===== config.mk =====
export PLATFORM = sky130hd
export DESIGN_NAME = load_capture_flat
export DESIGN_NICKNAME = d
export VERILOG_FILES = /design/src/cart_pkg.sv /design/src/load_beat_if.sv /design/src/load_capture.sv /design/src/flat_wrapper.sv
export SDC_FILE = /design/constraint.sdc
export NUM_CORES = 1
export LEC_CHECK = 0
export ABC_AREA = 0
export BUFFER_PORTS_ARGS = -buffer_cell sky130_fd_sc_hd__buf_4
export CAP_MARGIN = 10
export CORE_MARGIN = 2
export CORE_UTILIZATION = 25
export CTS_CLUSTER_DIAMETER = 60
export DETAILED_ROUTE_END_ITERATION = 7
export PLACE_DENSITY_LB_ADDON = 0.12
export SETUP_SLACK_MARGIN = 0.2
export SLEW_MARGIN = 5
export SYNTH_ARGS = -nofsm -noshare
export SYNTH_HDL_FRONTEND = slang
export SYNTH_SLANG_ARGS = --single-unit

===== constraint.sdc =====
create_clock -name clk_sys -period 1.5 [get_ports clk_sys]
set_input_delay 0.3 -clock clk_sys [delete_from_list [all_inputs] [get_ports clk_sys]]
set_output_delay 0.3 -clock clk_sys [all_outputs]
set_load 0.02 [all_outputs]

===== src/cart_pkg.sv =====
// Cartridge loader definitions
`default_nettype none

package cart_pkg;

	//////////////////////////////////////////////////
	// Widths

	localparam int addr_w  = 25;
	localparam int data_w  = 16;
	localparam int index_w = 8;

	//////////////////////////////////////////////////
	// Header word addresses

	localparam logic [addr_w-1:0] hdr_id_first_addr = 25'h182;
	localparam logic [addr_w-1:0] hdr_id_last_addr  = 25'h18A;
	localparam logic [addr_w-1:0] hdr_id_check_addr = 25'h18C;
	localparam logic [addr_w-1:0] hdr_region_addr_a = 25'h1F0;
	localparam logic [addr_w-1:0] hdr_region_addr_b = 25'h1F2;
	localparam logic [addr_w-1:0] hdr_end_addr      = 25'h200;

	typedef enum logic [1:0] {
		region_jp = 2'd0,
		region_us = 2'd1,
		region_eu = 2'd2
	} region_t;

	// Auto region search order, first entry is also the fallback
	typedef enum logic [1:0] {
		prio_us_eu_jp = 2'd0,
		prio_eu_us_jp = 2'd1,
		prio_us_jp_eu = 2'd2,
		prio_jp_us_eu = 2'd3
	} prio_t;

	//////////////////////////////////////////////////
	// Compatibility quirks

	localparam int quirk_count = 8;

	typedef enum logic [2:0] {
		quirk_sram,
		quirk_eeprom,
		quirk_fifo,
		quirk_noram,
		quirk_pier,
		quirk_ttn2,
		quirk_svp,
		quirk_fmbusy
	} quirk_t;

	// Eight ASCII characters, first character in the top byte
	typedef logic [63:0] cart_id_t;

	typedef struct packed {
		cart_id_t id;
		quirk_t   quirk;
	} quirk_entry_t;

	localparam quirk_entry_t quirk_table [24] = '{
		'{"T-081276", quirk_sram},
		'{"T-81406 ", quirk_sram},
		'{"T-081586", quirk_sram},
		'{"T-81576 ", quirk_sram},
		'{"T-81476 ", quirk_sram},
		// Serial EEPROM saves
		'{"MK-1215 ", quirk_eeprom},
		'{"G-4060  ", quirk_eeprom},
		'{"00001211", quirk_eeprom},
		'{"MK-1228 ", quirk_eeprom},
		'{"G-5538  ", quirk_eeprom},
		'{"00004076", quirk_eeprom},
		'{"T-12046 ", quirk_eeprom},
		'{"T-12053 ", quirk_eeprom},
		'{"G-4524  ", quirk_eeprom},
		'{"T-113016", quirk_noram},
		'{"T-89016 ", quirk_fifo},
		'{"T-574023", quirk_pier},
		'{"T-574013", quirk_pier},
		'{"TITAN002", quirk_ttn2},
		// DSP carts, three regional codes for the FM busy case
		'{"MK-1229 ", quirk_svp},
		'{"G-7001  ", quirk_svp},
		'{"T-35036 ", quirk_fmbusy},
		'{"T-25073 ", quirk_fmbusy},
		'{"MK-1137-", quirk_fmbusy}
	};

	// First matching entry wins, unknown codes give zero
	function automatic logic [quirk_count-1:0] quirk_lookup(input cart_id_t id);
		logic [quirk_count-1:0] hit;
		hit = '0;
		foreach (quirk_table[i]) begin
			if (hit == '0 && quirk_table[i].id == id) begin
				hit[quirk_table[i].quirk] = 1'b1;
			end
		end
		return hit;
	endfunction

endpackage

`default_nettype wire


===== src/load_beat_if.sv =====
// Loader beat bus
`default_nettype none
`timescale 1ns/100ps

interface load_beat_if;

	// One captured loader write
	logic                        beat_valid;
	logic [cart_pkg::addr_w-1:0] beat_addr;
	logic [cart_pkg::data_w-1:0] beat_data;

	// Download framing
	logic dl_start;
	logic dl_end;
	logic dl_active;

	modport src (
		output beat_valid, beat_addr, beat_data,
		output dl_start, dl_end, dl_active
	);

	modport dst (
		input beat_valid, beat_addr, beat_data,
		input dl_start, dl_end, dl_active
	);

endinterface

`default_nettype wire


===== src/load_capture.sv =====
// Loader write capture
`default_nettype none
`timescale 1ns/100ps

module load_capture (
	input  logic                        clk_sys,
	input  logic                        rst_n,
	input  logic                        download,
	input  logic                        wr,
	input  logic [cart_pkg::addr_w-1:0] addr,
	input  logic [cart_pkg::data_w-1:0] data,
	load_beat_if.src                    beat
);

	// Strobes and framing, dl_active doubles as the previous download level
	always_ff @(posedge clk_sys) begin
		if (!rst_n) begin
			beat.beat_valid <= 1'b0;
			beat.dl_active  <= 1'b0;
			beat.dl_start   <= 1'b0;
			beat.dl_end     <= 1'b0;
		end else begin
			beat.beat_valid <= wr & download;
			beat.dl_active  <= download;
			beat.dl_start   <= download & ~beat.dl_active;
			beat.dl_end     <= ~download & beat.dl_active;
		end
	end

	// Address stays put after the last write so the image size can be taken from it
	always_ff @(posedge clk_sys) begin
		if (wr && download) begin
			beat.beat_addr <= addr;
			beat.beat_data <= data;
		end
	end

endmodule

`default_nettype wire


===== src/flat_wrapper.sv =====
// flat-port wrapper written by rule: the top's interface ports become plain ports
module load_capture_flat 
  (clk_sys, rst_n, download, wr, addr, data, beat_beat_valid, beat_beat_addr, beat_beat_data, beat_dl_start, beat_dl_end, beat_dl_active);
  load_beat_if beat_i ();
  input  logic clk_sys;
  input  logic rst_n;
  input  logic download;
  input  logic wr;
  input  logic [cart_pkg::addr_w-1:0] addr;
  input  logic [cart_pkg::data_w-1:0] data;
  output wire logic [$bits(beat_i.beat_valid)-1:0] beat_beat_valid;
  output wire logic [$bits(beat_i.beat_addr)-1:0] beat_beat_addr;
  output wire logic [$bits(beat_i.beat_data)-1:0] beat_beat_data;
  output wire logic [$bits(beat_i.dl_start)-1:0] beat_dl_start;
  output wire logic [$bits(beat_i.dl_end)-1:0] beat_dl_end;
  output wire logic [$bits(beat_i.dl_active)-1:0] beat_dl_active;
  assign beat_beat_valid = beat_i.beat_valid;
  assign beat_beat_addr = beat_i.beat_addr;
  assign beat_beat_data = beat_i.beat_data;
  assign beat_dl_start = beat_i.dl_start;
  assign beat_dl_end = beat_i.dl_end;
  assign beat_dl_active = beat_i.dl_active;
  load_capture u_core (.clk_sys(clk_sys), .rst_n(rst_n), .download(download), .wr(wr), .addr(addr), .data(data), .beat(beat_i));
endmodule

# Word-level counts from Yosys, hierarchy flattened
# Cells that the tools add are included.
# W data, S select, Z words.
dict set report classes {
  bitwise_logic 5
  n_reduce_logical 1
}
# cell n
set op_table {}
lappend op_table {{$and A1 B1 Y1} 3}
lappend op_table {{$not A1 Y1} 2}
lappend op_table {{$logic_and A1 B1 Y1} 1}
dict set report totals {
  input_bits 45
  word_cells 12
  output_inout_bits 45
  ff_bits 45
}

# Logic depth before layout (Yosys ltp)
# Gate-level depths: netlist (run 1).
dict set report logic_depth {
  ltp_word 2
  mapped_depth 1
  mapped_depth_nobuf 1
}

# Worst setup path after synthesis (run 1)
# Ideal clock, no wire load.
dict set report synth_timing {
  path_kind {input -> register}
  startpoint {input port wr}
  endpoint {register u_core.beat.beat_addr[0] (enable)}
  cell_stages 1
  setup_slack_ns 0.231
  n_path_buf 0
  setup_time_ns 0.380
  arrival_time_ns 0.889
  cell_sequence {and2_2}
}
dict set report synth_between {
  elab_chain_cells 1
}
# element line_no
set synth_lines {}
lappend synth_lines {{start: declaration} flat_wrapper.sv:8} ;# input logic wr;
lappend synth_lines {{$logic_and A1 B1 Y1} load_capture.sv:32} ;# if (wr && download) begin
lappend synth_lines {{end signal: assignment} load_capture.sv:33} ;# beat.beat_addr <= addr;
lappend synth_lines {{end: declaration} load_beat_if.sv:18} ;# output beat_valid, beat_addr, beat_data,
# No other way between the ends.
# A chain may end at the register's enable or synchronous reset.

# Final worst setup path (run 1)
dict set report layout_timing {
  startpoint {register u_core.beat.beat_addr[10]}
  endpoint {output port beat_beat_addr[10]}
}
# element line_no
set layout_rtl {}
lappend layout_rtl {{end: declaration} flat_wrapper.sv:12} ;# output wire logic [$bits(beat_i.beat_addr)-1:0] beat_beat_addr;
# No word-level cell between the ends.

==> flow_summary.toml, run 1 <==
[min_path]
min_from = "addr[14]"
holdPathStages = 1
min_path_type = "input port to flip-flop"
min_to = "u_core.beat.beat_addr[14]$_DFFE_PP_"

[global_route]
antenna_found_initial = 0
grt_pass1_vias = 806
overflow = 0
grt_max_degree = 42
grtUsageTotal_pct = 9.18
grt_first_pass_wirelength_um = 4180

[die]
die_w_um = 77.6
die_h_um = 77.6
io_pins = 90
start_util_pct = 26.1
dieArea_sq_mm = 0.00601
rows = 26
core-area_sq_mm = 0.00517

[worst_setup_path]
reg2reg_depth = 1
path_max_fanout = 1
cp_data_arrival_time_ns = 0.84
r2r-end = "u_core.beat.dl_start$_SDFF_PN0_"
startpoint_type = "flip-flop"
path_cells = "buf_4"
worst-setup-path-type = "flip-flop to primary output"
cp_slowest_cell = "edfxtp_1"
crit_family = "flip-flops"
worstReg2RegStart = "u_core.beat.dl_active$_SDFF_PN0_"
worst-path-stages = 1
slowest_delay_ns = 0.39
cp-end-kind = "primary output"
crit_required_ns = 1.20
worst-path-buf-inv = 1
reg2reg_slack_ns = 0.84

[clock_network]
cts-resized-gates = 0
cts_tree = "built"
clock-sinks = 45
ctsRootBufferMaster = "clkbuf_8"
h-tree-depth = 2
clockBufferDepth = 2
cts_setup_buffers = 0
cts_buffers = 5
postCtsHoldBufs = 0
clk_latency_ns = 0.28
clkTransAtPathRegs_ns = 0.07

[route]
num_vias = 815
drt_drc_violations_left = 0
viasPerCell = 3.77
drt_wl_total_um = 2700
post_drt_wl_per_cell_um = 12.5
drt_iter0_drc = 28
ant_nets = 0
firstDrtPassIters = 3

[pwr]
p_leak_nw = 0.921
ir_worst_vdd_uv = 486
p_total_mw = 2.48
power_density_mw_per_mm2 = 1130

[sta]
fmax_mhz = 878
finClkSkew_ns = 0.000121
post-route-min-period_ns = 1.14
rsz0062_at_grt = "no"
setup_viol = 0
slew_headroom_pct = 84.6
finalHoldViolations = 0
finalMaxSlewViolations = 0
fin_setup_tns_ns = 0
tightest_slew_ns = 0.231
min_period_over_period_pct = 75.9

[placed_design]
place.gp.congestion = 0.635
numPortBuffers = 89

[cells_and_area]
final_common_cell = "buf_4"
final_core_util_pct = 42.6
layout.nets = 192
drive_gt1_share_pct = 68.5
layout_common_cells = "buf_4 (89), edfxtp_1 (41), clkbuf_8 (5)"
area_growth_pct = 62.8
diodes = 0
fillCellCount = 484

[logic_synthesis]
ys_types = 6
ys_ff_latch = 45
ys_warn_count = 0
synth_top_cells_by_area = "edfxtp_1 (91%), dfxtp_1 (5.9%), and2_2 (1.1%)"
syn-mean-instance-area_sq_um = 27.1
yosysTopAreaCellShare_pct = 91.0
syn_inst = 50
synth_nets = 95
synth_top_area_cell = "edfxtp_1"
synth_area_sq_mm = 0.00135
seq_area_frac_synth_pct = 96.9

[status]
status = "finished clean"

[flow_run]
drv_cap = 0
==> stage by stage <==
| stage | area [sq um] | instances | setup WS, ns | hold slack, ns |
|---|---|---|---|---|
| 6_report | 2200 | 216 | 0.361 | 0.188 |
| 5_1_grt | 2200 | 216 | 0.310 | 0.164 |
| 4_1_cts | 2200 | 216 | 0.345 | 0.174 |
| 3_5_place_dp | 2130 | 210 | 0.373 | 0.479 |
| 3_3_place_gp | 2130 | 210 | 0.398 | 0.478 |
| 2_1_floorplan | 1350 | 50 | 0.231 | 0.399 |
==> power breakdown <==
group	internal [mW]	switching, mW	leakage [nW]	total, mW
Combinational	0.173	0.165	0.463	0.338
Sequential	1.46	0.0214	0.418	1.48
Clock	0.307	0.357	0.0399	0.663
Total	1.94	0.543	0.921	2.48
==> kinds of logic (layout without fill, tap and decap cells) <==
logic type	Yosys count	in the layout	share of synthesized area [%]
simple gates	5	5	3.05
flops	45	45	96.9
buf+inv	0	96	0
==> synth_stat cells <==
cell type,number
and3b_1,1
edfxtp_1,41
and3_2,1
dfxtp_1,4
and2_2,2
and3b_2,1
==> registers in the layout (all words and copies together) (netlist names) <==
signal,cells
u_core.beat.beat_data,16
u_core.beat.dl_end,1
u_core.beat.beat_addr,25
u_core.beat.dl_active,1
u_core.beat.beat_valid,1
u_core.beat.dl_start,1
==> per-layer routing <==
layer	wire length, um	up-vias	track usage, %
met3	357	0	6.16
met5	0	-	0
li1	-	385	-
met1	1040	371	10.6
met2	1310	59	14.1
met4	0	0	2.14
==> how the worst max path moves through the flow <==
| stage | from | to | slack, ns |
|---|---|---|---|
| 3_5_place_dp | download | u_core.beat.beat_addr[3]$_DFFE_PP_ | 0.37 |
| 2_1_floorplan | wr | u_core.beat.beat_addr[0]$_DFFE_PP_ | 0.23 |
| 5_1_grt | u_core.beat.beat_addr[10]$_DFFE_PP_ | beat_beat_addr[10] | 0.31 |
| 4_1_cts | u_core.beat.beat_data[1]$_DFFE_PP_ | beat_beat_data[1] | 0.34 |
| 6_report | u_core.beat.beat_addr[10]$_DFFE_PP_ | beat_beat_addr[10] | 0.36 |
| 3_3_place_gp | download | u_core.beat.beat_addr[3]$_DFFE_PP_ | 0.40 |
==> layout make-up <==
| cell class | instances | area [sq um] | share of cell area, % |
|---|---|---|---|
| Clock buffer | 5 | 68.8 | 3.13 |
| Tap cell | 70 | 87.6 | 3.98 |
| Clock inverter | 1 | 5.00 | 0.227 |
| Sequential cell | 45 | 1310 | 59.5 |
| Multi-Input combinational cell | 5 | 41.3 | 1.88 |
| Timing Repair Buffer | 90 | 688 | 31.3 |
Power figures use the tool's default switching activity.
==> run 2, diff against run 1 <==
==> constraint.sdc (replaced) <==
create_clock -name clk_sys -period 1.1 [get_ports clk_sys]
set_input_delay 0.22 -clock clk_sys [delete_from_list [all_inputs] [get_ports clk_sys]]
set_output_delay 0.22 -clock clk_sys [all_outputs]
set_load 0.02 [all_outputs]
==> flow_summary.toml, run 2 (synthesis results as in run 1) <==
[worst_setup_path]
crit_required_ns = 0.88
slowest_delay_ns = 0.40
path_cells = "buf_6"
path_max_fanout = 1
cp_data_arrival_time_ns = 0.83
worst-path-buf-inv = 1
worst-setup-path-type = "flip-flop to primary output"
cp-end-kind = "primary output"
crit_family = "flip-flops"
cp_slowest_cell = "edfxtp_1"
startpoint_type = "flip-flop"

[clock_network]
clockBufferDepth = 2
ctsRootBufferMaster = "clkbuf_8"
clk_latency_ns = 0.29
cts_tree = "built"
cts_buffers = 5
clock-sinks = 45
h-tree-depth = 2
clkTransAtPathRegs_ns = 0.07

[status]
status = "finished clean"

[die]
die_w_um = 77.6
rows = 26
io_pins = 90
die_h_um = 77.6
core-area_sq_mm = 0.00517
dieArea_sq_mm = 0.00601
start_util_pct = 26.1

[global_route]
grt_pass1_vias = 893
grtUsageTotal_pct = 9.89
overflow = 0
antenna_found_initial = 0
grt_first_pass_wirelength_um = 4470
grt_max_degree = 23

[cells_and_area]
drive_gt1_share_pct = 70.5
area_growth_pct = 77.7
layout.nets = 194
postLayoutCellArea_sq_mm = 0.00240
diodes = 0
fillCellCount = 462
top_regs = "u_core.beat.beat_addr (25), u_core.beat.beat_data (16)"
largest_register = "u_core.beat.beat_addr"
layout_common_cells = "buf_4 (46), buf_6 (44), edfxtp_1 (41)"
final_common_cell = "buf_4"
largest_reg_flops = 25

[pwr]
p_leak_nw = 0.990
ir_worst_vdd_uv = 576
power_density_mw_per_mm2 = 1450

[min_path]
min_path_type = "input port to flip-flop"

[route]
num_vias = 830
post_drt_wl_per_cell_um = 13.3
firstDrtPassIters = 2
ant_nets = 0
drt_drc_violations_left = 0
drt_wl_total_um = 2910
drt_iter0_drc = 49
viasPerCell = 3.79

[sta]
setup_viol = 0
tightest_slew_ns = 0.125
fmax_mhz = 950
hold-worst-slack_ns = 0.105
fin_setup_tns_ns = 0
finalMaxSlewViolations = 0
post-route-min-period_ns = 1.05
min_period_over_period_pct = 95.7
slew_headroom_pct = 91.7
finClkSkew_ns = 0.000342
finalHoldViolations = 0
rsz0062_at_grt = "yes"

[placed_design]
numPortBuffers = 89
place.gp.congestion = 0.633
placed_area_sq_mm = 0.00215
dpl.hpwl_um = 2200

[flow_run]
drv_cap = 0
## run 2: cell types whose count changed in the layout (fill, tap and decap cells not counted), moves of 4 or more
cell	change
dfxtp_1	-4
dfxtp_2	+4
buf_6	+44
buf_4	-43
## run 2: metal layers
metal | up-vias | wire [um] | share of wire, % | GRT usage (%)
met5 | - | 0 | 0 | 0
li1 | 391 | - | - | -
met4 | 0 | 27 | 0.93 | 2.68
met2 | 55 | 1530 | 53 | 16.5
met1 | 381 | 1040 | 36 | 10.9
met3 | 3 | 312 | 11 | 5.47
## run 2: worst paths after layout
| path | from | endpoint | slack [ns] | cells after the start |
|---|---|---|---|---|
| max | u_core.beat.beat_addr[21]$_DFFE_PP_ | beat_beat_addr[21] | 0.05 | 1 |
| max reg2reg | u_core.beat.dl_active$_SDFF_PN0_ | u_core.beat.dl_start$_SDFF_PN0_ | 0.37 | 2 |
| min reg2reg | u_core.beat.dl_active$_SDFF_PN0_ | u_core.beat.dl_end$_SDFF_PN0_ | 0.61 | 2 |
| min | data[14] | u_core.beat.beat_data[14]$_DFFE_PP_ | 0.10 | 1 |
## run 2: per-stage QoR
stage                     util (%)  std cells  setup WS (ns)  total power, mW
final                         46.5        219         0.0478             3.49
after CTS                     46.2        219         0.0268             3.54
after global placement        41.6        211          0.146             2.53
after global routing          46.5        219        0.00678             3.65
after detailed placement      41.6        211          0.125             2.54
after floorplan                  -         50          0.139             2.23
## run 2: cell type report
cell class | count | area [sq um] | area share (%)
Clock inverter | 1 | 3.75 | 0.156
Multi-Input combinational cell | 5 | 42.5 | 1.77
Timing Repair Buffer | 92 | 881 | 36.6
Tap cell | 70 | 87.6 | 3.64
Clock buffer | 6 | 72.6 | 3.02
Sequential cell | 45 | 1320 | 54.8
## run 2: timing repair
action                                  4_1_cts  5_1_grt
resized for setup                            44        4
setup buffers                                 1        0
pin swaps                                     0        0
endpoints found under the setup margin       45       45
hold buffers                                  0        0
gates cloned                                  0        0
## run 2: report_power, final
part	internal, mW	switching, mW	total [mW]
Sequential	1.99	0.0485	2.04
Combinational	0.308	0.229	0.537
Clock	0.428	0.484	0.912
