## src/cart_pkg.sv

```systemverilog
// Cartridge loader definitions
`default_nettype none

package cart_pkg;

	//////////////////////////////////////////////////
	// Widths

	localparam int addr_w  = 25;
	localparam int data_w  = 16;
	localparam int index_w = 8;

	//////////////////////////////////////////////////
	// Header word addresses

	localparam logic [addr_w-1:0] hdr_id_first_addr = 25'h182;
	localparam logic [addr_w-1:0] hdr_id_last_addr  = 25'h18A;
	localparam logic [addr_w-1:0] hdr_id_check_addr = 25'h18C;
	localparam logic [addr_w-1:0] hdr_region_addr_a = 25'h1F0;
	localparam logic [addr_w-1:0] hdr_region_addr_b = 25'h1F2;
	localparam logic [addr_w-1:0] hdr_end_addr      = 25'h200;

	typedef enum logic [1:0] {
		region_jp = 2'd0,
		region_us = 2'd1,
		region_eu = 2'd2
	} region_t;

	// Auto region search order, first entry is also the fallback
	typedef enum logic [1:0] {
		prio_us_eu_jp = 2'd0,
		prio_eu_us_jp = 2'd1,
		prio_us_jp_eu = 2'd2,
		prio_jp_us_eu = 2'd3
	} prio_t;

	//////////////////////////////////////////////////
	// Compatibility quirks

	localparam int quirk_count = 8;

	typedef enum logic [2:0] {
		quirk_sram,
		quirk_eeprom,
		quirk_fifo,
		quirk_noram,
		quirk_pier,
		quirk_ttn2,
		quirk_svp,
		quirk_fmbusy
	} quirk_t;

	// Eight ASCII characters, first character in the top byte
	typedef logic [63:0] cart_id_t;

	typedef struct packed {
		cart_id_t id;
		quirk_t   quirk;
	} quirk_entry_t;

	localparam quirk_entry_t quirk_table [24] = '{
		'{"T-081276", quirk_sram},
		'{"T-81406 ", quirk_sram},
		'{"T-081586", quirk_sram},
		'{"T-81576 ", quirk_sram},
		'{"T-81476 ", quirk_sram},
		// Serial EEPROM saves
		'{"MK-1215 ", quirk_eeprom},
		'{"G-4060  ", quirk_eeprom},
		'{"00001211", quirk_eeprom},
		'{"MK-1228 ", quirk_eeprom},
		'{"G-5538  ", quirk_eeprom},
		'{"00004076", quirk_eeprom},
		'{"T-12046 ", quirk_eeprom},
		'{"T-12053 ", quirk_eeprom},
		'{"G-4524  ", quirk_eeprom},
		'{"T-113016", quirk_noram},
		'{"T-89016 ", quirk_fifo},
		'{"T-574023", quirk_pier},
		'{"T-574013", quirk_pier},
		'{"TITAN002", quirk_ttn2},
		// DSP carts, three regional codes for the FM busy case
		'{"MK-1229 ", quirk_svp},
		'{"G-7001  ", quirk_svp},
		'{"T-35036 ", quirk_fmbusy},
		'{"T-25073 ", quirk_fmbusy},
		'{"MK-1137-", quirk_fmbusy}
	};

	// First matching entry wins, unknown codes give zero
	function automatic logic [quirk_count-1:0] quirk_lookup(input cart_id_t id);
		logic [quirk_count-1:0] hit;
		hit = '0;
		foreach (quirk_table[i]) begin
			if (hit == '0 && quirk_table[i].id == id) begin
				hit[quirk_table[i].quirk] = 1'b1;
			end
		end
		return hit;
	endfunction

endpackage

`default_nettype wire

```

## src/load_beat_if.sv

```systemverilog
// Loader beat bus
`default_nettype none
`timescale 1ns/100ps

interface load_beat_if;

	// One captured loader write
	logic                        beat_valid;
	logic [cart_pkg::addr_w-1:0] beat_addr;
	logic [cart_pkg::data_w-1:0] beat_data;

	// Download framing
	logic dl_start;
	logic dl_end;
	logic dl_active;

	modport src (
		output beat_valid, beat_addr, beat_data,
		output dl_start, dl_end, dl_active
	);

	modport dst (
		input beat_valid, beat_addr, beat_data,
		input dl_start, dl_end, dl_active
	);

endinterface

`default_nettype wire

```

## src/rom_write_pacer.sv

```systemverilog
// ROM write pacer
`default_nettype none
`timescale 1ns/100ps

module rom_write_pacer (
	input  logic                        clk_sys,
	input  logic                        rst_n,
	input  logic                        rom_wrack,
	load_beat_if.dst                    beat,
	output logic                        rom_wr,
	output logic [cart_pkg::addr_w-1:0] rom_wraddr,
	output logic [cart_pkg::data_w-1:0] rom_din,
	output logic                        ioctl_wait,
	output logic [cart_pkg::addr_w-1:0] rom_size
);

	logic [cart_pkg::addr_w-1:0] wr_addr;

	// Toggle request, memory answers by copying rom_wr onto rom_wrack
	always_ff @(posedge clk_sys) begin
		if (!rst_n) begin
			rom_wr     <= 1'b0;
			ioctl_wait <= 1'b0;
		end else if (beat.beat_valid) begin
			rom_wr     <= ~rom_wr;
			ioctl_wait <= 1'b1;
		end else if (ioctl_wait && rom_wrack == rom_wr) begin
			ioctl_wait <= 1'b0;
		end
	end

	always_ff @(posedge clk_sys) begin
		if (beat.beat_valid) begin
			wr_addr <= beat.beat_addr;
			rom_din <= {beat.beat_data[7:0], beat.beat_data[15:8]};
		end
	end

	// Image size is the address of the final write
	always_ff @(posedge clk_sys) begin
		if (!rst_n) begin
			rom_size <= '0;
		end else if (beat.dl_end) begin
			rom_size <= beat.beat_addr;
		end
	end

	assign rom_wraddr = beat.dl_active ? wr_addr : rom_size;

	// Loader must hold off while a write is still in flight
	a_no_overrun: assert property (
		@(posedge clk_sys) disable iff (!rst_n) beat.beat_valid |-> !ioctl_wait
	) else $error("Loader write arrived while ROM write outstanding");

endmodule

`default_nettype wire

```

## src/flat_wrapper.sv

```systemverilog
// flat-port wrapper written by rule: the top's interface ports become plain ports
module rom_write_pacer_flat 
  (clk_sys, rst_n, rom_wrack, rom_wr, rom_wraddr, rom_din, ioctl_wait, rom_size, beat_beat_valid, beat_beat_addr, beat_beat_data, beat_dl_start, beat_dl_end, beat_dl_active);
  load_beat_if beat_i ();
  input  logic clk_sys;
  input  logic rst_n;
  input  logic rom_wrack;
  output logic rom_wr;
  output logic [cart_pkg::addr_w-1:0] rom_wraddr;
  output logic [cart_pkg::data_w-1:0] rom_din;
  output logic ioctl_wait;
  output logic [cart_pkg::addr_w-1:0] rom_size;
  input wire logic [$bits(beat_i.beat_valid)-1:0] beat_beat_valid;
  input wire logic [$bits(beat_i.beat_addr)-1:0] beat_beat_addr;
  input wire logic [$bits(beat_i.beat_data)-1:0] beat_beat_data;
  input wire logic [$bits(beat_i.dl_start)-1:0] beat_dl_start;
  input wire logic [$bits(beat_i.dl_end)-1:0] beat_dl_end;
  input wire logic [$bits(beat_i.dl_active)-1:0] beat_dl_active;
  assign beat_i.beat_valid = beat_beat_valid;
  assign beat_i.beat_addr = beat_beat_addr;
  assign beat_i.beat_data = beat_beat_data;
  assign beat_i.dl_start = beat_dl_start;
  assign beat_i.dl_end = beat_dl_end;
  assign beat_i.dl_active = beat_dl_active;
  rom_write_pacer u_core (.clk_sys(clk_sys), .rst_n(rst_n), .rom_wrack(rom_wrack), .beat(beat_i), .rom_wr(rom_wr), .rom_wraddr(rom_wraddr), .rom_din(rom_din), .ioctl_wait(ioctl_wait), .rom_size(rom_size));
endmodule
```

## config.mk

```make
export PLATFORM = sky130hd
export DESIGN_NAME = rom_write_pacer_flat
export DESIGN_NICKNAME = d
export VERILOG_FILES = /design/src/cart_pkg.sv /design/src/load_beat_if.sv /design/src/rom_write_pacer.sv /design/src/flat_wrapper.sv
export SDC_FILE = /design/constraint.sdc
export NUM_CORES = 1
export LEC_CHECK = 0
export BUFFER_PORTS_ARGS = -buffer_cell sky130_fd_sc_hd__buf_2
export CORE_AREA = 4 4 77 79
export CTS_BUF_LIST = sky130_fd_sc_hd__clkbuf_2 sky130_fd_sc_hd__clkbuf_4 sky130_fd_sc_hd__clkbuf_8
export DETAILED_ROUTE_END_ITERATION = 10
export DIE_AREA = 0 0 81 83
export PLACE_DENSITY = 0.85
export SYNTH_ARGS = -nofsm -noshare
export SYNTH_HDL_FRONTEND = slang
export SYNTH_SLANG_ARGS = --single-unit
```

## constraint.sdc

```tcl
create_clock -name clk_sys -period 1.95 [get_ports clk_sys]
set_clock_uncertainty 0.1 [all_clocks]
set_input_delay 0.39 -clock clk_sys [delete_from_list [all_inputs] [get_ports clk_sys]]
set_output_delay 0.39 -clock clk_sys [all_outputs]
set_load 0.05 [all_outputs]
```

## Word level (Yosys, flattened, before mapping)

Cells that the tools add are included.

| cells by class | value |
|---|---|
| equality and inequality tests | 1 |
| multiplexer cells | 3 |
| bitwise gates (word level) | 1 |
| reduce and logical (&&, ||, !) cells | 2 |

Operators with widths:

| operator | count |
|---|---|
| 25-bit two-way mux | 1 |
| 1-bit two-way mux | 2 |
| 2-bit nonzero test | 1 |
| 1-bit == test | 1 |
| 1-bit logical AND | 1 |
| 1-bit inverter | 1 |

| storage, ports and cells | value |
|---|---|
| bits in registers | 68 |
| bits of input ports | 48 |
| output and inout port bits | 68 |
| logic and storage cells | 12 |

## Logic depth before layout (Yosys ltp)

Gate-level depths: netlist of run 1.

| logic depth | value |
|---|---|
| word-level depth | 4 |
| mapped depth | 4 |
| mapped depth without buffers | 2 |

## Worst setup path before layout of run 1

No wires, ideal clock.

| timing | value |
|---|---|
| path kind | flip-flop to output port |
| start | reg u_core.rom_size[0] (netlist bit) |
| end | out rom_wraddr[0] (netlist bit) |
| data arrival time | 1.047 ns |
| required time | 1.460 ns |
| setup slack | 0.413 ns |
| stages on the path, launching flop included | 2 |
| path buffers | 0 |
| cell sequence | dfxtp_1 mux2_2 |

| on the way | value |
|---|---|
| longest elaborated chain between the ends | 1 |

RTL lines:

| what | RTL line | RTL |
|---|---|---|
| from (decl) | rom_write_pacer.sv:14 | `output logic [cart_pkg::addr_w-1:0] rom_size` |
| from (signal assigned) | rom_write_pacer.sv:44 | `rom_size <= beat.beat_addr;` |
| 25-bit two-way mux | rom_write_pacer.sv:48 | `assign rom_wraddr = beat.dl_active ? wr_addr : rom_size;` |
| to (decl) | flat_wrapper.sv:9 | `output logic [cart_pkg::addr_w-1:0] rom_wraddr;` |

Every way passes these cells.

## Worst setup path in the final report of run 1

| timing | value |
|---|---|
| start | in beat_dl_active |
| end | out rom_wraddr[24] (netlist bit) |

| on the way | value |
|---|---|
| longest elaborated chain between the ends | 1 |

RTL lines:

| what | RTL line | RTL |
|---|---|---|
| from (decl) | flat_wrapper.sv:18 | `input wire logic [$bits(beat_i.dl_active)-1:0] beat_dl_active;` |
| 25-bit two-way mux | rom_write_pacer.sv:48 |  |

Every way passes these cells.

==> summary.txt, run 1 <==
RUN STATUS
-------------------------------------------------------------------------------
Run status .......................................................    completed

CLOCK NETWORK
-------------------------------------------------------------------------------
Clock slew at reported path FFs ..................................      0.07 ns
Sink Count .......................................................           68
Post-CTS sizing ..................................................            0
Clock latency reported for the late side of the worst-skew pair ..      0.33 ns
Level count of the clock H-tree ..................................            3
Maximum buffer depth of the clock tree ...........................            2
Number of clock buffers inserted by TritonCTS ....................            9
Hold buffer count at cts .........................................            0
CTS tree .........................................................         done
Post-CTS repair timing setup buffer count ........................            0
Cell chosen for the clock root ................................... sky130_fd_sc_hd__clkbuf_8

YOSYS
-------------------------------------------------------------------------------
Flip-flop cell with the highest count after synthesis ............ sky130_fd_sc_hd__edfxtp_1
Synth unique cells ...............................................           15
Number of warnings printed during yosys synthesis ................            0
Synthesized area per cell ........................................   17.0 sq um
Flip-flop and latch count after synthesis ........................           68
Async set or reset register ratio after synthesis ................            0
Largest area contributor in the synthesized netlist .............. sky130_fd_sc_hd__edfxtp_1
Sequential share of the synthesized area .........................        0.660
Total standard cell area after synthesis ......................... 0.00269 sq mm
Synth Net Count ..................................................          206
Gate count after technology mapping ..............................          158
Dominant cell by count in the synthesized netlist ................ sky130_fd_sc_hd__edfxtp_1
Area contributors post-synth ..................................... sky130_fd_sc_hd__edfxtp_1, sky130_fd_sc_hd__dfxtp_1, sky130_fd_sc_hd__mux2_4
Most numerous cell types in the synthesized netlist .............. sky130_fd_sc_hd__edfxtp_1, sky130_fd_sc_hd__dfxtp_1, sky130_fd_sc_hd__mux2i_1, sky130_fd_sc_hd__nor2b_1, sky130_fd_sc_hd__mux2_4
Number of enable-type register cells in the synthesized netlist ..           41
Proportion of netlist area held by the largest area contributor ..        0.458

FLOORPLAN
-------------------------------------------------------------------------------
Starting Density .................................................        0.503
Horizontal die dimension .........................................        81 um
# IOs ............................................................          116
Core box area .................................................... 0.00534 sq mm
Cell row count ...................................................           27
Die Ht ...........................................................        83 um
Die outline area ................................................. 0.00672 sq mm

STA
-------------------------------------------------------------------------------
# setup viols final ..............................................            0
RSZ-0062 raised after global routing .............................           no
Time the worst path needs with I/O delays and setup ..............      1.75 ns
Worst-Margin Slew ................................................     0.435 ns
Worst slew margin relative to its limit ..........................        0.710
Highest achievable clock rate ....................................    0.573 GHz
Setup WS post-layout .............................................     0.205 ns
Final Hold Viols .................................................            0
Setup TNS after final layout .....................................         0 ns
Post-route fraction of the period consumed by the critical path ..        0.895
Hold WS ..........................................................     0.141 ns
Final max-slew violation count ...................................            0

GLOBAL ROUTE
-------------------------------------------------------------------------------
Number of global-route vias before repair ........................        1,706
Routing usage on met2 ............................................        0.277
Pin count of the biggest net entering global routing .............           29
Met3 Usage GRT ...................................................       0.0618
Layer carrying the most global-route usage .......................         met2
Initial antenna violation count ..................................            0
Global-route wire length before repair ...........................      8330 um
GRT overflow .....................................................            0
GR met1 Demand/Resource ..........................................        0.182
Total track usage ................................................        0.166

ROUTE
-------------------------------------------------------------------------------
Number of vias in the routed layout ..............................        1,687
Number of nets with antenna violations after detailed routing ....            0
Final routed DRC violation total .................................            0
Wire length reported by the detailed router ......................      5350 um
Detailed-routing iteration count for the pre-antenna-repair pass .            4
Average detailed-routed wire length per instance .................      15.0 um
Number of DRC markers in iteration 0 .............................           62
Detailed-route vias per instance .................................         4.74

FINISH
-------------------------------------------------------------------------------
Final-stage net count ............................................          327
Multi-input logic area ...........................................    800 sq um
Filler cell count ................................................          407
Sequential cell area ............................................. 0.00177 sq mm
Diodes inserted ..................................................            0
Area delta synth->final ..........................................        32.3%
Fraction of layout cells with a size suffix above 1 ..............        0.563
Number of non-filler instances in the completed layout ...........          356

PWR
-------------------------------------------------------------------------------
Power per unit of standard cell area ............................. 1050 mW/mm^2
Largest vdd supply drop ..........................................   0.000649 V
Static Leak ......................................................      1.66 nW

PLACEMENT
-------------------------------------------------------------------------------
Count of port buffers added during placement .....................          114
Placed Cells incl. Taps ..........................................          340
Placer's final routability congestion estimate ...................        0.710
Setup slack at placement .........................................     0.202 ns

CRITICAL PATH
-------------------------------------------------------------------------------
Most prevalent standard cell on the critical path ................ sky130_fd_sc_hd__buf_2
Nature of the critical path endpoint .............................  output port
Flop-to-flop setup slack .........................................      1.06 ns
Start-to-end type of the worst setup path ........................ input pin to output port
Depth of the most critical reg-to-reg path .......................            2
Slowest Stage Delay on Critical Path .............................      0.35 ns
Maximum fanout along the worst path ..............................           13
Crit path arrival time ...........................................      1.26 ns
Critical path cell sequence ...................................... buf_2 -> buf_12 -> mux2_2 -> buf_2
Data required time at the worst endpoint .........................      1.46 ns
Crit-path slowest cell ........................................... sky130_fd_sc_hd__mux2_2
Setup crit start kind ............................................    input pin

HOLD PATH
-------------------------------------------------------------------------------
Hold path cells ..................................................            1
Worst Hold Class ................................................. input pin to flop

FLOW RUN
-------------------------------------------------------------------------------
Max Cap Viol .....................................................            0

flip-flops by register name, summed over array words and instances (netlist names):
name	cells
u_core.ioctl_wait	1
u_core.rom_size	25
u_core.rom_wr	1
u_core.rom_din	16
u_core.wr_addr	25
cells by family (layout without fill, tap and decap cells):
| group | after synthesis | in the layout | share of synthesized area |
|---|---|---|---|
| compound gates | 1 | 1 | 0.00186 |
| xor+xnor | 2 | 2 | 0.00652 |
| buf+inv | 9 | 135 | 0.0429 |
| flops | 68 | 68 | 0.660 |
| mux | 50 | 50 | 0.226 |
| simple gates | 28 | 28 | 0.0633 |
metal layers:
metal / wire length (um) / share of wire
met1: 1990 / 0.37
met2: 2760 / 0.52
met3: 476 / 0.089
met4: 117 / 0.022
met5: 0 / 0
worst paths after layout:
check / start / endpoint
worst max-delay path: beat_dl_active / rom_wraddr[24]
worst min-delay path: beat_beat_data[9] / u_core.rom_din[1]$_DFFE_PP_
worst max register to register: u_core.rom_wr$_SDFFE_PN0P_ / u_core.rom_wr$_SDFFE_PN0P_
worst min register to register: u_core.ioctl_wait$_SDFFE_PN0P_ / u_core.ioctl_wait$_SDFFE_PN0P_
layout by cell type, fill, tap and decap left out, drive strengths merged:
cell type / n
dfxtp: 27
and2: 1
xnor2: 1
nand2: 2
clkinvlp: 2
edfxtp: 41
mux2i: 25
mux2: 25
o21ai: 1
nor2b: 25
buf: 119
xor2: 1
clkinv: 1
bufinv: 2
clkbuf: 11
stage by stage:
| step | total power [mW] | util | area [sq um] |
|---|---|---|---|
| 6_report | 3.74 | 0.666 | 3550 |
| 3_3_place_gp | 2.46 | 0.622 | 3320 |
| 2_1_floorplan | 2.28 | - | 2690 |
| 5_1_grt | 3.88 | 0.666 | 3550 |
| 4_1_cts | 3.77 | 0.666 | 3550 |
| 3_5_place_dp | 2.48 | 0.622 | 3320 |
power by group:
| group | internal (mW) | total (mW) | switching [mW] |
|---|---|---|---|
| clock | 0.792 | 1.30 | 0.506 |
| combinational | 0.229 | 0.762 | 0.534 |
| sequential | 1.63 | 1.68 | 0.0429 |
critical path, delay by kind of cell:
family,cells,cell delay (ns)
mux,1,0.35
buf+inv,3,0.51
area by class of cell:
class	instances	area share
Timing Repair Buffer	119	0.185
Clock buffer	11	0.0426
Clock inverter	5	0.0236
Sequential cell	68	0.498
Multi-Input combinational cell	81	0.225
Tap cell	72	0.0253
(Power assumes the default switching activity.)
==> run 2, diff against run 1 <==
--- a/config.mk
+++ b/config.mk
@@ -10,7 +10,8 @@
 export CTS_BUF_LIST = sky130_fd_sc_hd__clkbuf_2 sky130_fd_sc_hd__clkbuf_4 sky130_fd_sc_hd__clkbuf_8
 export DETAILED_ROUTE_END_ITERATION = 10
 export DIE_AREA = 0 0 81 83
-export PLACE_DENSITY = 0.85
+export HOLD_SLACK_MARGIN = 0.08
+export PLACE_DENSITY = 0.86
 export SYNTH_ARGS = -nofsm -noshare
 export SYNTH_HDL_FRONTEND = slang
 export SYNTH_SLANG_ARGS = --single-unit
==> run 2 against run 1 <==
Against the previous run: worst hold slack got worse by 0.0079 ns; final cell count unchanged; clock power decreased by 25%; fmax up 1.0%; core utilization decreased by 1.5 points; die area stayed put; largest power group unchanged.
==> summary.txt, run 2 (same netlist as run 1, synthesis figures left out) <==
ROUTE
-------------------------------------------------------------------------------
Metal3 WL ........................................................       312 um
Met2 routed WL ...................................................      2840 um
Average detailed-routed wire length per instance .................      14.7 um
Final routed DRC violation total .................................            0
Number of vias in the routed layout ..............................        1,686
Wire length reported by the detailed router ......................      5220 um
Met1 wire length .................................................      1930 um
Number of nets with antenna violations after detailed routing ....            0
Number of DRC markers in iteration 0 .............................           27
Topmost layer with routed signal wires ...........................         met4
Detailed-route vias per instance .................................         4.74
Detailed-routing iteration count for the pre-antenna-repair pass .            4

FINISH
-------------------------------------------------------------------------------
Fraction of layout cells with a size suffix above 1 ..............        0.560
Registers with the most flip-flops ............................... u_core.rom_size: 25 flops, u_core.wr_addr: 25 flops, u_core.rom_din: 16 flops
Area delta synth->final ..........................................        29.3%
Final-stage net count ............................................          327
Diodes inserted ..................................................            0
Leading cell types in the layout, fill and taps excluded ......... sky130_fd_sc_hd__buf_2, sky130_fd_sc_hd__edfxtp_1, sky130_fd_sc_hd__dfxtp_1, sky130_fd_sc_hd__mux2i_1, sky130_fd_sc_hd__nor2b_1
Most common library cell in the layout ignoring fill and taps .... sky130_fd_sc_hd__buf_2
Post-layout util .................................................        0.651

CLOCK NETWORK
-------------------------------------------------------------------------------
Cell chosen for the clock root ................................... sky130_fd_sc_hd__clkbuf_8
Post-CTS sizing ..................................................            0
Clock latency reported for the late side of the worst-skew pair ..      0.32 ns
Number of clock buffers inserted by TritonCTS ....................            9
Maximum buffer depth of the clock tree ...........................            2
Post-CTS repair timing setup buffer count ........................            0
Sink Count .......................................................           68
CTS tree .........................................................         done
Level count of the clock H-tree ..................................            3
Clock slew at reported path FFs ..................................      0.07 ns
Hold buffer count at cts .........................................            0

PLACEMENT
-------------------------------------------------------------------------------
Placer's final routability congestion estimate ...................        0.688
Count of port buffers added during placement .....................          114
Post-DP HPWL .....................................................      3780 um

FLOORPLAN
-------------------------------------------------------------------------------
Horizontal die dimension .........................................        81 um
Die outline area ................................................. 0.00672 sq mm
Core box area .................................................... 0.00534 sq mm
# IOs ............................................................          116
Cell row count ...................................................           27
Starting Density .................................................        0.503
Die Ht ...........................................................        83 um

CRITICAL PATH
-------------------------------------------------------------------------------
Crit-path slowest cell ........................................... sky130_fd_sc_hd__mux2_2
Nature of the critical path endpoint .............................  output port
Setup crit start kind ............................................    input pin
Data required time at the worst endpoint .........................      1.46 ns
Slowest Stage Delay on Critical Path .............................      0.34 ns
Crit path arrival time ...........................................      1.24 ns
Most prevalent standard cell on the critical path ................ sky130_fd_sc_hd__buf_2
Maximum fanout along the worst path ..............................           17
Critical path cell sequence ...................................... buf_2 -> buf_12 -> mux2_2 -> buf_2
Start-to-end type of the worst setup path ........................ input pin to output port

FLOW RUN
-------------------------------------------------------------------------------
Max Cap Viol .....................................................            0

STA
-------------------------------------------------------------------------------
Post-route fraction of the period consumed by the critical path ..        0.886
Time the worst path needs with I/O delays and setup ..............      1.73 ns
Highest achievable clock rate ....................................    0.579 GHz
Final Hold Viols .................................................            0
# setup viols final ..............................................            0
Worst-Margin Slew ................................................     0.432 ns
Worst slew margin relative to its limit ..........................        0.712
RSZ-0062 raised after global routing .............................           no
Hold WS ..........................................................     0.133 ns
Setup TNS after final layout .....................................         0 ns
Final max-slew violation count ...................................            0

GLOBAL ROUTE
-------------------------------------------------------------------------------
Total track usage ................................................        0.164
Number of global-route vias before repair ........................        1,755
GRT overflow .....................................................            0
Initial antenna violation count ..................................            0
Global-route wire length before repair ...........................      8290 um
Pin count of the biggest net entering global routing .............           29

PWR
-------------------------------------------------------------------------------
Static Leak ......................................................      1.63 nW
Largest vdd supply drop ..........................................   0.000542 V
Power per unit of standard cell area .............................  980 mW/mm^2
Final total power ................................................      3.40 mW

HOLD PATH
-------------------------------------------------------------------------------
Worst Hold Class ................................................. input pin to flop

RUN STATUS
-------------------------------------------------------------------------------
Run status .......................................................    completed

## run 2: where the power goes
group / switching [mW] / internal (mW) / leakage (nW)
Clock: 0.492 / 0.481 / 0.0836
Sequential: 0.0417 / 1.63 / 0.624
Combinational: 0.530 / 0.226 / 0.921
Total: 1.06 / 2.34 / 1.63
## run 2: layer usage
metal | vias up | GRT usage
li1 | 807 | -
met1 | 810 | 0.173
met2 | 56 | 0.294
met3 | 13 | 0.0369
met4 | 0 | 0.0891
met5 | - | 0
## run 2: final cells by class
class / instances / area, sq um
well taps: 72 / 90.1
flip-flops and latches: 68 / 1770
clock buffers: 11 / 139
clock inverters: 5 / 28.8
multi-input cells: 81 / 800
fillers: 439 / 1860
repair buffers: 119 / 646
## run 2: per-stage QoR
step / setup slack (ns) / instances / area, sq um
floorplan: 0.413 / 158 / 2690
global placement: 0.223 / 340 / 3310
detailed placement: 0.209 / 340 / 3310
CTS: 0.208 / 356 / 3470
global route: 0.185 / 356 / 3470
finish: 0.223 / 356 / 3470
## run 2: final timing paths
path,start,endpoint,slack (ns),depth (start not counted)
worst max-delay path,beat_dl_active,rom_wraddr[1],0.22,4
worst min-delay path,beat_beat_data[6],u_core.rom_din[14]$_DFFE_PP_,0.13,1
worst max register to register,u_core.rom_wr$_SDFFE_PN0P_,u_core.rom_wr$_SDFFE_PN0P_,1.09,2
worst min register to register,u_core.ioctl_wait$_SDFFE_PN0P_,u_core.ioctl_wait$_SDFFE_PN0P_,0.37,2
## run 2: critical path, delay by kind of cell
kind     cells  cell delay (ns)
buf+inv      3             0.49
mux          1             0.34
